<file path="src/rtl/gamePkg.sv">
/*
 * Game package
 * Play-field geometry, sprite sizes, key scan codes and the types
 * shared by the enemy blocks
 */
package gamePkg;

    localparam int coordWidth = 9;
    localparam int addrWidth = 14;
    localparam int enemyCount = 4;

    typedef logic [coordWidth-1:0] coordT;
    // One extra bit so box edges near the right border do not wrap
    typedef logic [coordWidth:0] wideT;
    typedef logic [addrWidth-1:0] addrT;

    localparam int spriteW = 26;
    localparam int spriteH = 26;
    localparam int playerW = 18;
    localparam int playerH = 20;
    localparam int attackReach = 3;
    localparam int knockBack = 3;

    localparam int fieldXMin = 0;
    localparam int fieldXMax = 319;
    localparam int fieldYMin = 52;
    localparam int fieldYMax = 205;

    localparam logic [2:0] stunLast = 3'd6;

    // Keyboard scan codes
    localparam logic [7:0] keyW = 8'd26;
    localparam logic [7:0] keyA = 8'd4;
    localparam logic [7:0] keyS = 8'd22;
    localparam logic [7:0] keyD = 8'd7;
    localparam logic [7:0] keyG = 8'd10;

    // Start corners, indexed by enemy id
    localparam coordT startX [enemyCount] = '{9'd5, 9'd315, 9'd315, 9'd5};
    localparam coordT startY [enemyCount] = '{9'd65, 9'd65, 9'd180, 9'd180};

    typedef enum logic [1:0] {
        down  = 2'd0,
        left  = 2'd1,
        up    = 2'd2,
        right = 2'd3
    } dirT;

    typedef struct packed {
        coordT x;
        coordT y;
    } pointT;

    typedef struct packed {
        logic up;
        logic left;
        logic down;
        logic right;
        logic possess;
    } keysT;

    typedef struct packed {
        logic hit;
        addrT addr;
    } pixelT;

endpackage

</file>
<file path="src/rtl/keyDecoder.sv">
/*
 * Key decoder
 * Finds the movement keys in either keycode slot and keeps the
 * possession toggle driven by the G key
 */
`timescale 1ns/1ps

module keyDecoder (
    input  logic          Clk,
    input  logic          rstN,
    input  logic          frameTick,
    input  logic [15:0]   keycode,
    output gamePkg::keysT keys
);

    logic possessQ;
    logic gDown;

    // A key is down when it sits in either byte
    function automatic logic isDown(input logic [15:0] codes, input logic [7:0] scan);
        return (codes[7:0] == scan) || (codes[15:8] == scan);
    endfunction

    assign gDown = isDown(keycode, gamePkg::keyG);

    // Flips once per frame while G is held
    always_ff @(posedge Clk or negedge rstN) begin
        if (!rstN) begin
            possessQ <= 1'b0;
        end else if (frameTick && gDown) begin
            possessQ <= !possessQ;
        end
    end

    always_comb begin
        keys.up      = isDown(keycode, gamePkg::keyW);
        keys.left    = isDown(keycode, gamePkg::keyA);
        keys.down    = isDown(keycode, gamePkg::keyS);
        keys.right   = isDown(keycode, gamePkg::keyD);
        keys.possess = possessQ;
    end

endmodule

</file>
<file path="src/rtl/walkAnimator.sv">
/*
 * Walk animator
 * Two-bit walk-cycle counter that picks the enemy's pose
 */
`timescale 1ns/1ps

module walkAnimator (
    input  logic       Clk,
    input  logic       rstN,
    input  logic       frameTick,
    input  logic       moving,
    output logic [1:0] stepCount
);

    // A blocked or stunned enemy keeps its pose
    always_ff @(posedge Clk or negedge rstN) begin
        if (!rstN) begin
            stepCount <= 2'd0;
        end else if (frameTick && moving) begin
            stepCount <= stepCount + 2'd1;
        end
    end

    // Pose only ever changes on a frame boundary
    stepOnFrame: assert property (
        @(posedge Clk) disable iff (!rstN)
        !frameTick |=> $stable(stepCount)
    ) else $error("stepCount changed without frameTick");

endmodule

</file>
<file path="src/rtl/enemyWalker.sv">
/*
 * Enemy walker
 * Chases the player one pixel per frame, or follows the keys while
 * possessed; handles knock-back, stun, attack-ready and sprite lookup
 */
`timescale 1ns/1ps

module enemyWalker #(
    parameter int id = 0
) (
    input  logic           Clk,
    input  logic           rstN,
    input  logic           frameTick,
    input  gamePkg::keysT  keys,
    input  gamePkg::pointT player,
    input  gamePkg::pointT pixel,
    input  logic           attacked,
    input  logic           attacked2,
    input  logic           alive,
    output gamePkg::pointT pos,
    output logic           attackReady,
    output gamePkg::pixelT sprite
);

    gamePkg::dirT   dir;
    gamePkg::dirT   dirNext;
    gamePkg::pointT posNext;
    gamePkg::coordT motionX;
    gamePkg::coordT motionY;
    gamePkg::coordT kbStep;
    gamePkg::coordT oneStep;
    gamePkg::coordT offX;
    gamePkg::coordT offY;
    gamePkg::wideT  enemyRight;
    gamePkg::wideT  enemyBottom;
    gamePkg::wideT  playerRight;
    gamePkg::wideT  playerBottom;
    gamePkg::wideT  reach;
    logic [2:0]     stunCnt;
    logic [2:0]     stunNext;
    logic [1:0]     stepCount;
    logic [1:0]     pose;
    logic           readyNext;
    logic           possessed;
    logic           struck;
    logic           moving;
    logic           goRight;
    logic           goLeft;
    logic           goDown;
    logic           goUp;
    logic           grownOverlap;
    logic           posInField;
    logic           inBox;

    assign struck    = attacked | attacked2;
    // Only enemy 0 can be taken over by the keyboard
    assign possessed = (id == 0) && keys.possess;
    assign kbStep    = gamePkg::coordT'(gamePkg::knockBack);
    assign oneStep   = gamePkg::coordT'(1);
    assign reach     = gamePkg::wideT'(gamePkg::attackReach);

    assign enemyRight   = gamePkg::wideT'(pos.x) + gamePkg::wideT'(gamePkg::spriteW);
    assign enemyBottom  = gamePkg::wideT'(pos.y) + gamePkg::wideT'(gamePkg::spriteH);
    assign playerRight  = gamePkg::wideT'(player.x) + gamePkg::wideT'(gamePkg::playerW);
    assign playerBottom = gamePkg::wideT'(player.y) + gamePkg::wideT'(gamePkg::playerH);

    // Wanted direction, before field limits
    assign goRight = possessed ? keys.right : (enemyRight < gamePkg::wideT'(player.x));
    assign goLeft  = possessed ? keys.left  : (gamePkg::wideT'(pos.x) > playerRight);
    assign goDown  = possessed ? keys.down  : (enemyBottom < gamePkg::wideT'(player.y));
    assign goUp    = possessed ? keys.up    : (gamePkg::wideT'(pos.y) > playerBottom);

    // Enemy box grown by the attack reach on every side
    assign grownOverlap = (enemyRight + reach >= gamePkg::wideT'(player.x)) &&
                          (gamePkg::wideT'(pos.x) <= playerRight + reach) &&
                          (enemyBottom + reach >= gamePkg::wideT'(player.y)) &&
                          (gamePkg::wideT'(pos.y) <= playerBottom + reach);

    // Hit loads 1 at once; the count then runs on frames up to stunLast
    always_comb begin
        stunNext = stunCnt;
        if (struck) begin
            stunNext = 3'd1;
        end else if (frameTick && stunCnt != 3'd0) begin
            stunNext = (stunCnt == gamePkg::stunLast) ? 3'd0 : stunCnt + 3'd1;
        end
    end

    always_comb begin
        motionX = '0;
        motionY = '0;
        dirNext = dir;
        if (stunCnt == 3'd1) begin
            // Knocked back against the facing
            case (dir)
                gamePkg::down:  motionY = -kbStep;
                gamePkg::left:  motionX = kbStep;
                gamePkg::up:    motionY = kbStep;
                default:        motionX = -kbStep;
            endcase
        end else if (stunCnt == 3'd0) begin
            if (goRight) begin
                dirNext = gamePkg::right;
                if (enemyRight < gamePkg::wideT'(gamePkg::fieldXMax)) begin
                    motionX = oneStep;
                end
            end else if (goLeft) begin
                dirNext = gamePkg::left;
                if (gamePkg::wideT'(pos.x) > gamePkg::wideT'(gamePkg::fieldXMin)) begin
                    motionX = -oneStep;
                end
            end else if (goDown) begin
                dirNext = gamePkg::down;
                if (enemyBottom < gamePkg::wideT'(gamePkg::fieldYMax)) begin
                    motionY = oneStep;
                end
            end else if (goUp) begin
                dirNext = gamePkg::up;
                if (gamePkg::wideT'(pos.y) > gamePkg::wideT'(gamePkg::fieldYMin)) begin
                    motionY = -oneStep;
                end
            end
        end
        posNext.x = pos.x + motionX;
        posNext.y = pos.y + motionY;
    end

    assign moving = (motionX != '0) || (motionY != '0);

    always_comb begin
        readyNext = 1'b0;
        if (frameTick && alive) begin
            if (possessed) begin
                readyNext = grownOverlap;
            end else begin
                // Stopped next to the player with nothing else going on
                readyNext = !moving && !struck && (stunCnt == 3'd0);
            end
        end
    end

    always_ff @(posedge Clk or negedge rstN) begin
        if (!rstN) begin
            pos         <= '{x: gamePkg::startX[id], y: gamePkg::startY[id]};
            dir         <= gamePkg::down;
            stunCnt     <= 3'd0;
            attackReady <= 1'b0;
        end else begin
            stunCnt     <= stunNext;
            attackReady <= readyNext;
            if (frameTick && alive) begin
                pos <= posNext;
                dir <= dirNext;
            end
        end
    end

    walkAnimator anim0 (
        .Clk       (Clk),
        .rstN      (rstN),
        .frameTick (frameTick),
        .moving    (alive && moving),
        .stepCount (stepCount)
    );

    // Sprite pixel test and ROM address
    assign offX  = pixel.x - pos.x;
    assign offY  = pixel.y - pos.y;
    assign inBox = alive &&
                   (pixel.x >= pos.x) && (gamePkg::wideT'(pixel.x) < enemyRight) &&
                   (pixel.y >= pos.y) && (gamePkg::wideT'(pixel.y) < enemyBottom);

    always_comb begin
        if (struck || stunCnt != 3'd0) begin
            pose = 2'd3;
        end else if (!stepCount[0]) begin
            pose = 2'd0;
        end else begin
            pose = 2'd1 + {1'b0, stepCount[1]};
        end
    end

    // Frame index 4*dir + pose is just the two fields side by side
    always_comb begin
        sprite.hit  = inBox;
        sprite.addr = '0;
        if (inBox) begin
            sprite.addr = gamePkg::addrT'(offX) +
                          gamePkg::addrT'(offY) * gamePkg::addrT'(gamePkg::spriteW) +
                          gamePkg::addrT'(gamePkg::spriteW * gamePkg::spriteH) *
                          gamePkg::addrT'({dir, pose});
        end
    end

    assign posInField = (gamePkg::wideT'(pos.x) >= gamePkg::wideT'(gamePkg::fieldXMin)) &&
                        (gamePkg::wideT'(pos.x) <= gamePkg::wideT'(gamePkg::fieldXMax)) &&
                        (gamePkg::wideT'(pos.y) >= gamePkg::wideT'(gamePkg::fieldYMin)) &&
                        (gamePkg::wideT'(pos.y) <= gamePkg::wideT'(gamePkg::fieldYMax));

    // Ordinary steps never carry the enemy out of the field
    stayInField: assert property (
        @(posedge Clk) disable iff (!rstN)
        (posInField && stunCnt != 3'd1) |=> posInField
    ) else $error("enemy %0d left the field", id);

    // Frame strobes are spaced, so the pulse is one cycle wide
    readyPulse: assert property (
        @(posedge Clk) disable iff (!rstN)
        attackReady |=> !attackReady
    ) else $error("enemy %0d attackReady held two cycles", id);

endmodule

</file>
<file path="src/rtl/enemyPixelMux.sv">
/*
 * Enemy pixel mux
 * Picks the lowest-numbered enemy that covers the current pixel
 */
`timescale 1ns/1ps

module enemyPixelMux (
    input  gamePkg::pixelT sprites [gamePkg::enemyCount],
    output gamePkg::pixelT pixelOut
);

    // Walk from the top id down so the lowest hit is written last
    always_comb begin
        pixelOut = '0;
        for (int i = gamePkg::enemyCount - 1; i >= 0; i--) begin
            if (sprites[i].hit) begin
                pixelOut = sprites[i];
            end
        end
    end

    // Every walker reports a miss with a zero address
    always_comb begin
        for (int i = 0; i < gamePkg::enemyCount; i++) begin
            missIsZero: assert (sprites[i].hit || sprites[i].addr == '0)
                else $error("enemy %0d miss with address %h", i, sprites[i].addr);
        end
    end

endmodule

</file>
<file path="src/rtl/enemySquad.sv">
/*
 * Enemy squad
 * Top level with the key decoder, four enemy walkers and the pixel mux
 */
`timescale 1ns/1ps

module enemySquad (
    input  logic           Clk,
    input  logic           rstN,
    input  logic           frameTick,
    input  logic [15:0]    keycode,
    input  gamePkg::pointT player,
    input  gamePkg::pointT pixel,
    input  logic [3:0]     attacked,
    input  logic [3:0]     attacked2,
    input  logic [3:0]     alive,
    output gamePkg::pointT enemyPos [gamePkg::enemyCount],
    output logic [3:0]     attackReady,
    output gamePkg::pixelT enemyPixel
);

    gamePkg::keysT  keys;
    gamePkg::pixelT sprites [gamePkg::enemyCount];

    keyDecoder keys0 (
        .Clk       (Clk),
        .rstN      (rstN),
        .frameTick (frameTick),
        .keycode   (keycode),
        .keys      (keys)
    );

    // Start corner and key control follow from the index
    for (genvar i = 0; i < gamePkg::enemyCount; i++) begin : walkers
        enemyWalker #(.id(i)) walker (
            .Clk         (Clk),
            .rstN        (rstN),
            .frameTick   (frameTick),
            .keys        (keys),
            .player      (player),
            .pixel       (pixel),
            .attacked    (attacked[i]),
            .attacked2   (attacked2[i]),
            .alive       (alive[i]),
            .pos         (enemyPos[i]),
            .attackReady (attackReady[i]),
            .sprite      (sprites[i])
        );
    end

    enemyPixelMux mux0 (
        .sprites  (sprites),
        .pixelOut (enemyPixel)
    );

endmodule

</file>
<file path="config.mk">
export PLATFORM = sky130hd
export DESIGN_NAME = enemySquad
export DESIGN_NICKNAME = d
export VERILOG_FILES = /design/src/rtl/gamePkg.sv /design/src/rtl/keyDecoder.sv /design/src/rtl/walkAnimator.sv /design/src/rtl/enemyWalker.sv /design/src/rtl/enemyPixelMux.sv /design/src/rtl/enemySquad.sv
export SDC_FILE = /design/constraint.sdc
export NUM_CORES = 1
export LEC_CHECK = 0
export ABC_AREA = 0
export BUFFER_PORTS_ARGS = -buffer_cell sky130_fd_sc_hd__buf_2
export CORE_MARGIN = 2
export CORE_UTILIZATION = 58
export DETAILED_ROUTE_END_ITERATION = 7
export PLACE_DENSITY_LB_ADDON = 0.15
export SLEW_MARGIN = 20
export SYNTH_ARGS = -nofsm -noshare
export SYNTH_HDL_FRONTEND = slang
export SYNTH_SLANG_ARGS = --single-unit
</file>
<file path="constraint.sdc">
create_clock -name Clk -period 7.9 [get_ports Clk]
set_input_delay 1.185 -clock Clk [delete_from_list [all_inputs] [get_ports Clk]]
set_output_delay 1.185 -clock Clk [all_outputs]
set_load 0.02 [all_outputs]
</file>
==> Yosys cells after proc, flatten, opt, wreduce, memory -nomap -nowiden <==
Cells that the tools add are included.
{ "op_classes": {"n_addsub": 50, "bitwise": 8, "n_eq_ne": 26, "n_reduce_logical": 102, "magnitude_cmp": 52, "multipliers": 8, "mux": 113} }
{ "ops": {"columns": ["op", "n"], "rows": [
  ["9-bit 2-to-1 mux", 48],
  ["9-bit case mux with 2 select lines", 8],
  ["9-bit by 5-bit adder with 10-bit output, second input constant", 10],
  ["9-bit by 10-bit > comparator with 1-bit output", 8],
  ["10-bit by 9-bit < comparator with 1-bit output", 8],
  ["9-bit by 10-bit < comparator with 1-bit output", 8],
  ["9-bit adder", 8],
  ["9-bit greater-or-equal comparator", 8],
  ["9-bit nonzero test", 8],
  ["9-bit subtractor", 8],
  ["15-bit 2-to-1 mux", 4],
  ["14-bit adder", 4],
  ["9-bit by 14-bit adder with 14-bit output", 4],
  ["9-bit by 4-bit multiplier with 13-bit output, second input constant", 4],
  ["8-bit by 4-bit multiplier with 12-bit output, first input constant", 4],
  ["2-bit 2-to-1 mux", 24],
  ["1-bit logical AND", 44],
  ["10-bit by 2-bit adder with 10-bit output, second input constant", 4],
  ["10-bit by 8-bit < comparator with 1-bit output, second input constant", 4],
  ["10-bit by 9-bit < comparator with 1-bit output, second input constant", 4],
  ["9-bit by 1-bit > comparator with 1-bit output, second input constant", 4],
  ["9-bit by 6-bit > comparator with 1-bit output, second input constant", 4],
  ["3-bit 2-to-1 mux", 12],
  ["8-bit by 3-bit == test with 1-bit output, second input constant", 4],
  ["23 further kinds", 113]
]} }
{ "totals": {"elab_cells": 384, "regBits": 105, "out_inout_bits": 91, "input_bits": 67} }

==> Longest topological paths before layout <==
{ "logic_depth": {"word_depth": 16, "ltp_mapped": 30, "mapped_depth_nobuf": 30} }

==> Cells and area by module <==
Synthesis repeated with hierarchy kept, for this count alone.
{ "unflattened": {"hier_cells": 3294, "area_unflattened_um2": 26746.9} }
{ "modules_own_cells": {"columns": ["mod", "area_per_inst_um2", "cells_per_inst", "instances"], "rows": [
  ["enemyWalker (walkers[0].walker)", 7493.4, 931, 1],
  ["enemyWalker (walkers[2].walker)", 6140.9, 763, 1],
  ["enemyWalker (walkers[1].walker)", 6135.9, 758, 1],
  ["enemyWalker (walkers[3].walker)", 5915.7, 737, 1],
  ["enemyPixelMux", 536.8, 56, 1],
  ["walkAnimator", 81.3, 6, 4],
  ["keyDecoder", 198.9, 25, 1]
]} }

==> Least setup slack after synthesis <==
No wires, ideal clock.
{ "synth_timing": {"path_kind": "input to output", "from": "in pixel[0] (netlist name)", "to": "out enemyPixel[12] (netlist name)", "n_path_buf": 0, "stages": 24, "arrival_time_ps": 6721, "path_slack_ps": -6, "cell_sequence": "inv_1 -> ha_1 -> inv_1 -> fa_1 -> a21o_1 -> a21oi_1 -> xnor2_1 -> ha_1 -> inv_1 -> fa_1 -> inv_1 -> ha_1 -> xnor2_1 -> fa_1 -> ha_1 -> and3_1 -> a2111o_1 -> a21o_1 -> a21o_1 -> a21o_1 -> a21oi_1 -> xor2_1 -> o311a_1 -> a221oi_2"} }
{ "synth_lines": {"columns": ["element", "line", "rtl"], "rows": [
  ["start, declared", "enemySquad.sv:13", "input gamePkg::pointT pixel,"],
  ["end, declared", "enemySquad.sv:19", "output gamePkg::pixelT enemyPixel"]
]} }

==> impl_summary.md <==
Worst setup path
The first element of the critical path is pixel[3]. The largest individual stage delay along the critical path comes from the cell sky130_fd_sc_hd__fa_1. By startpoint and endpoint, the worst setup path is classified as input pin to output port. The worst register-to-register path begins at walkers[1].walker.pos[10]. The largest delay contributor family on the critical path is adder cells. On the worst path, the slowest cell contributes a delay of roughly 0.57 ns.

At the worst endpoint, the arrival time is 6.63 ns. Along the worst path, the maximum fanout reaches 4. The worst setup path is launched from an input pin. The worst endpoint required time is about 6.7 ns. The most numerous cell type found on the critical path is sky130_fd_sc_hd__a21o_1. The count of buffer and inverter cells on the critical path is 6.

The type of element capturing the critical path is an output port.

Yosys
The share of flip-flops with an asynchronous set or reset is 100%. The number of synthesized flops with an enable pin is 0. The area share of the leading cell type in the synthesized netlist is roughly 30%. Among all cell types in the netlist, the one instantiated most often is sky130_fd_sc_hd__ha_1. The share of synthesized area occupied by flip-flops and latches is 10.9%. The most used flip-flop cell after synthesis is sky130_fd_sc_hd__dfrtp_1. The average cell area after synthesis is 8.23 um^2.

The total standard cell area after synthesis is 24500 um^2. The number of nets in the synthesized netlist is approximately 3700. By area the synthesized netlist is led by sky130_fd_sc_hd__ha_1, sky130_fd_sc_hd__dfrtp_1, sky130_fd_sc_hd__xnor2_1. By count the netlist is led by sky130_fd_sc_hd__ha_1, sky130_fd_sc_hd__inv_1, sky130_fd_sc_hd__a21oi_1. The number of different library cells used by synthesis comes to 92. The number of standard cells after synthesis is 2978.

The post-synthesis register bit count is ~110. The top cell type by total area after synthesis is sky130_fd_sc_hd__ha_1. The synthesis warning total is 0.

STA
On the final layout, the worst clock skew is between 0.015 and 0.02 ns. Counting I/O delays and the setup requirement, the final critical path takes slightly below 8 ns. Adding up every negative setup slack in the final design gives 0 ns. The number of pins with negative max-slew slack in the final report is 0.

The final setup violation count is 0. The worst-margin pin slew is around 1.0 ns. The maximum operating frequency is around 130 MHz. The final count of hold timing violations was 0. The max-slew headroom at the worst pin is a little under a third. Setup repair after global routing could not meet its margin everywhere.

Dividing the final minimum period by the clock period gives a little over nine tenths.

Drt
For this run, design rule violations remaining after detail routing come to 0. The count of routing violations after the opening detailed-route iteration is 1729. After detailed routing, the number of vias per cell comes to ~6. Summed over all layers, the routed wires come to slightly below 80 mm. The antenna violation net count after detailed routing is 0. The number of search-and-repair iterations in the first detailed-routing pass is 6.

In the final routed layout, each cell accounts on average for roughly 21 um. Across all layers, the routed design uses 23400 vias.

Worst hold path
In this run the worst hold path is classified as register to register. The startpoint of the tightest hold check path is walkers[1].walker.anim0.stepCount[0].

Final layout
The area growth from synthesis to layout is 15.6%. At the end of the flow, the number of nets in the layout was 4008. The filler cells instantiated in the layout total 3518. The fraction of final layout cells with drive strength greater than 1 is between 15 and 20%.

Placed design
Port buffering added 157 buffers. The half-perimeter wire length after placement is approximately 65 mm. Routability-driven placement finished with a final weighted congestion of 1.00.

Global routing
The overflow left after global routing is 0. Entering global routing, the biggest net connects 55 pins. Global routing used 35.6% of the available tracks. The initial antenna violation count is 3. The via count of the first global-routing pass was 22900.

The first global-routing pass estimated roughly 120 mm of wire.

Clock tree
Clock-pin slew was measured on the worst setup and hold paths at 0.08 ns. The number of buffers created by CTS is 9. TritonCTS built the clock tree. CTS built an H-tree with a depth of 3. The tree is rooted in a sky130_fd_sc_hd__clkbuf_16. The longest clock path from root to sink contains 2 buffers. The later pin in the worst-skew pair is clocked with a latency of 0.40 ns.

The count of hold buffers inserted by post-cts repair is 0. The sink count of the clock tree is 105.

Floorplan
The vertical die dimension is 210 um. Pin placement for this block handled 158 I/O pins. The initial cell density of the core is approximately three fifths. The die covers around 44000 um^2. The initialized floorplan defines 75 standard-cell rows. The floorplan step defined a core boundary enclosing 41900 um^2. From left edge to right edge, the die measures between 200 and 250 um.

Outcome
The flow ran to the end, and the final reports show no timing, DRC or antenna violations.

Job
The tool flagged a number of max-cap violations equal to 0.
worst register-to-register path, cell delays in order (launching register included):
cell,delay (ns)
sky130_fd_sc_hd__dfstp_2,0.72
sky130_fd_sc_hd__ha_1,0.26
sky130_fd_sc_hd__nor3_2,0.08
sky130_fd_sc_hd__nor3_1,0.20
sky130_fd_sc_hd__xnor2_1,0.24
sky130_fd_sc_hd__inv_1,0.09
sky130_fd_sc_hd__ha_1,0.30
sky130_fd_sc_hd__a21o_1,0.19
sky130_fd_sc_hd__a211o_1,0.30
sky130_fd_sc_hd__or2_0,0.23
sky130_fd_sc_hd__o211ai_1,0.26
sky130_fd_sc_hd__nor3b_1,0.16
sky130_fd_sc_hd__a311oi_2,0.35
sky130_fd_sc_hd__nor2_1,0.13
sky130_fd_sc_hd__ha_1,0.23
sky130_fd_sc_hd__fa_1,0.41
sky130_fd_sc_hd__a21oi_1,0.16
sky130_fd_sc_hd__nor2_1,0.05
sky130_fd_sc_hd__nor2_1,0.18
sky130_fd_sc_hd__o21bai_1,0.09
sky130_fd_sc_hd__a21oi_1,0.24
sky130_fd_sc_hd__o21ai_0,0.17
sky130_fd_sc_hd__o21bai_1,0.19
sky130_fd_sc_hd__a21oi_1,0.21
sky130_fd_sc_hd__xnor2_1,0.18
cells by family (layout without fill, tap and decap cells):
family / after synthesis / count (layout) / synth area share [%]
compound gates: 771 / 771 / 20.3
xor+xnor: 293 / 293 / 10.5
fa+ha+maj: 668 / 668 / 36.7
buf+inv: 398 / 698 / 6.27
flops: 105 / 105 / 10.9
mux: 19 / 19 / 0.837
other cells: 0 / 3 / 0
simple gates: 724 / 724 / 14.6
per-stage QoR:
stage / cells / hold WS (ns) / setup slack [ns] / utilization (%) / cell area, um^2
after CTS: 3803 / 0.515 / 0.00338 / 66.1 / 27600
after detailed placement: 3778 / 0.500 / -0.463 / 64.2 / 26900
final: 3820 / 0.513 / 0.0844 / 67.7 / 28300
after global routing: 3817 / 0.543 / -0.135 / 67.7 / 28300
after global placement: 3778 / 0.490 / -0.348 / 64.2 / 26900
after floorplan: 2978 / 0.475 / 0.0399 / - / 24500
final timing paths:
kind	slack, ns	cells past startpoint	to
max in group asynchronous	5.73	2	walkers[1].walker.anim0.stepCount[1]
worst min register to register	0.51	1	walkers[1].walker.anim0.stepCount[0]
worst max-delay path	0.08	25	enemyPixel[12]
worst max register to register	2.21	24	walkers[1].walker.pos[17]
min in group asynchronous	0.83	1	walkers[2].walker.pos[16]
worst min-delay path	0.51	1	walkers[1].walker.anim0.stepCount[0]
metal layers:
| layer | global-route usage, % | part of all wire, % | vias to the layer above |
|---|---|---|---|
| met5 | 0 | 0.016 | - |
| met4 | 11.7 | 3.1 | 2 |
| met3 | 6.91 | 8.1 | 144 |
| met2 | 56.2 | 44 | 879 |
| met1 | 49.1 | 45 | 11200 |
| li1 | - | - | 11200 |
registers in the layout (all words and copies together) (netlist names):
| register | flops |
|---|---|
| walkers.walker.dir | 8 |
| walkers.walker.stunCnt | 12 |
| walkers.walker.attackReady | 4 |
| walkers.walker.pos | 72 |
| keys0.possessQ | 1 |
| walkers.walker.anim0.stepCount | 8 |
layout make-up:
class / count / area [um^2] / area share, %
inverters: 362 / 1370 / 4.82
flip-flops and latches: 105 / 2660 / 9.40
repair buffers: 320 / 2070 / 7.31
clock inverters: 7 / 83.8 / 0.296
well taps: 539 / 674 / 2.38
multi-input cells: 2475 / 21200 / 75.0
diodes: 3 / 7.51 / 0.0265
clock buffers: 9 / 225 / 0.795
layout by cell type, fill, tap and decap left out, types with 45 or more instances in the layout:
| cell | Yosys | routed |
|---|---|---|
| sky130_fd_sc_hd__a21o_1 | 60 | 59 |
| sky130_fd_sc_hd__o21ai_0 | 185 | 177 |
| sky130_fd_sc_hd__nand2_1 | 194 | 193 |
| sky130_fd_sc_hd__inv_1 | 360 | 350 |
| sky130_fd_sc_hd__ha_1 | 585 | 558 |
| sky130_fd_sc_hd__nand3_1 | 51 | 50 |
| sky130_fd_sc_hd__o21bai_1 | 51 | 51 |
| sky130_fd_sc_hd__xnor2_1 | 206 | 188 |
| sky130_fd_sc_hd__dfrtp_1 | 77 | 77 |
| sky130_fd_sc_hd__buf_2 | 8 | 151 |
| sky130_fd_sc_hd__buf_4 | 6 | 161 |
| sky130_fd_sc_hd__nor2_1 | 168 | 161 |
| sky130_fd_sc_hd__fa_1 | 83 | 76 |
| sky130_fd_sc_hd__nor3_1 | 76 | 72 |
| sky130_fd_sc_hd__xor2_1 | 87 | 78 |
| sky130_fd_sc_hd__a21oi_1 | 218 | 197 |
| sky130_fd_sc_hd__o21a_1 | 45 | 45 |
timing repair:
action                                  4_1_cts  5_1_grt
buffers inserted                              9       14
endpoints found under the setup margin        4        5
gates resized for setup                      59      110
pin swaps                                    33       80
Power is not shown: default switching activity piles up to over one toggle a cycle in this logic, so the estimate is an artifact.
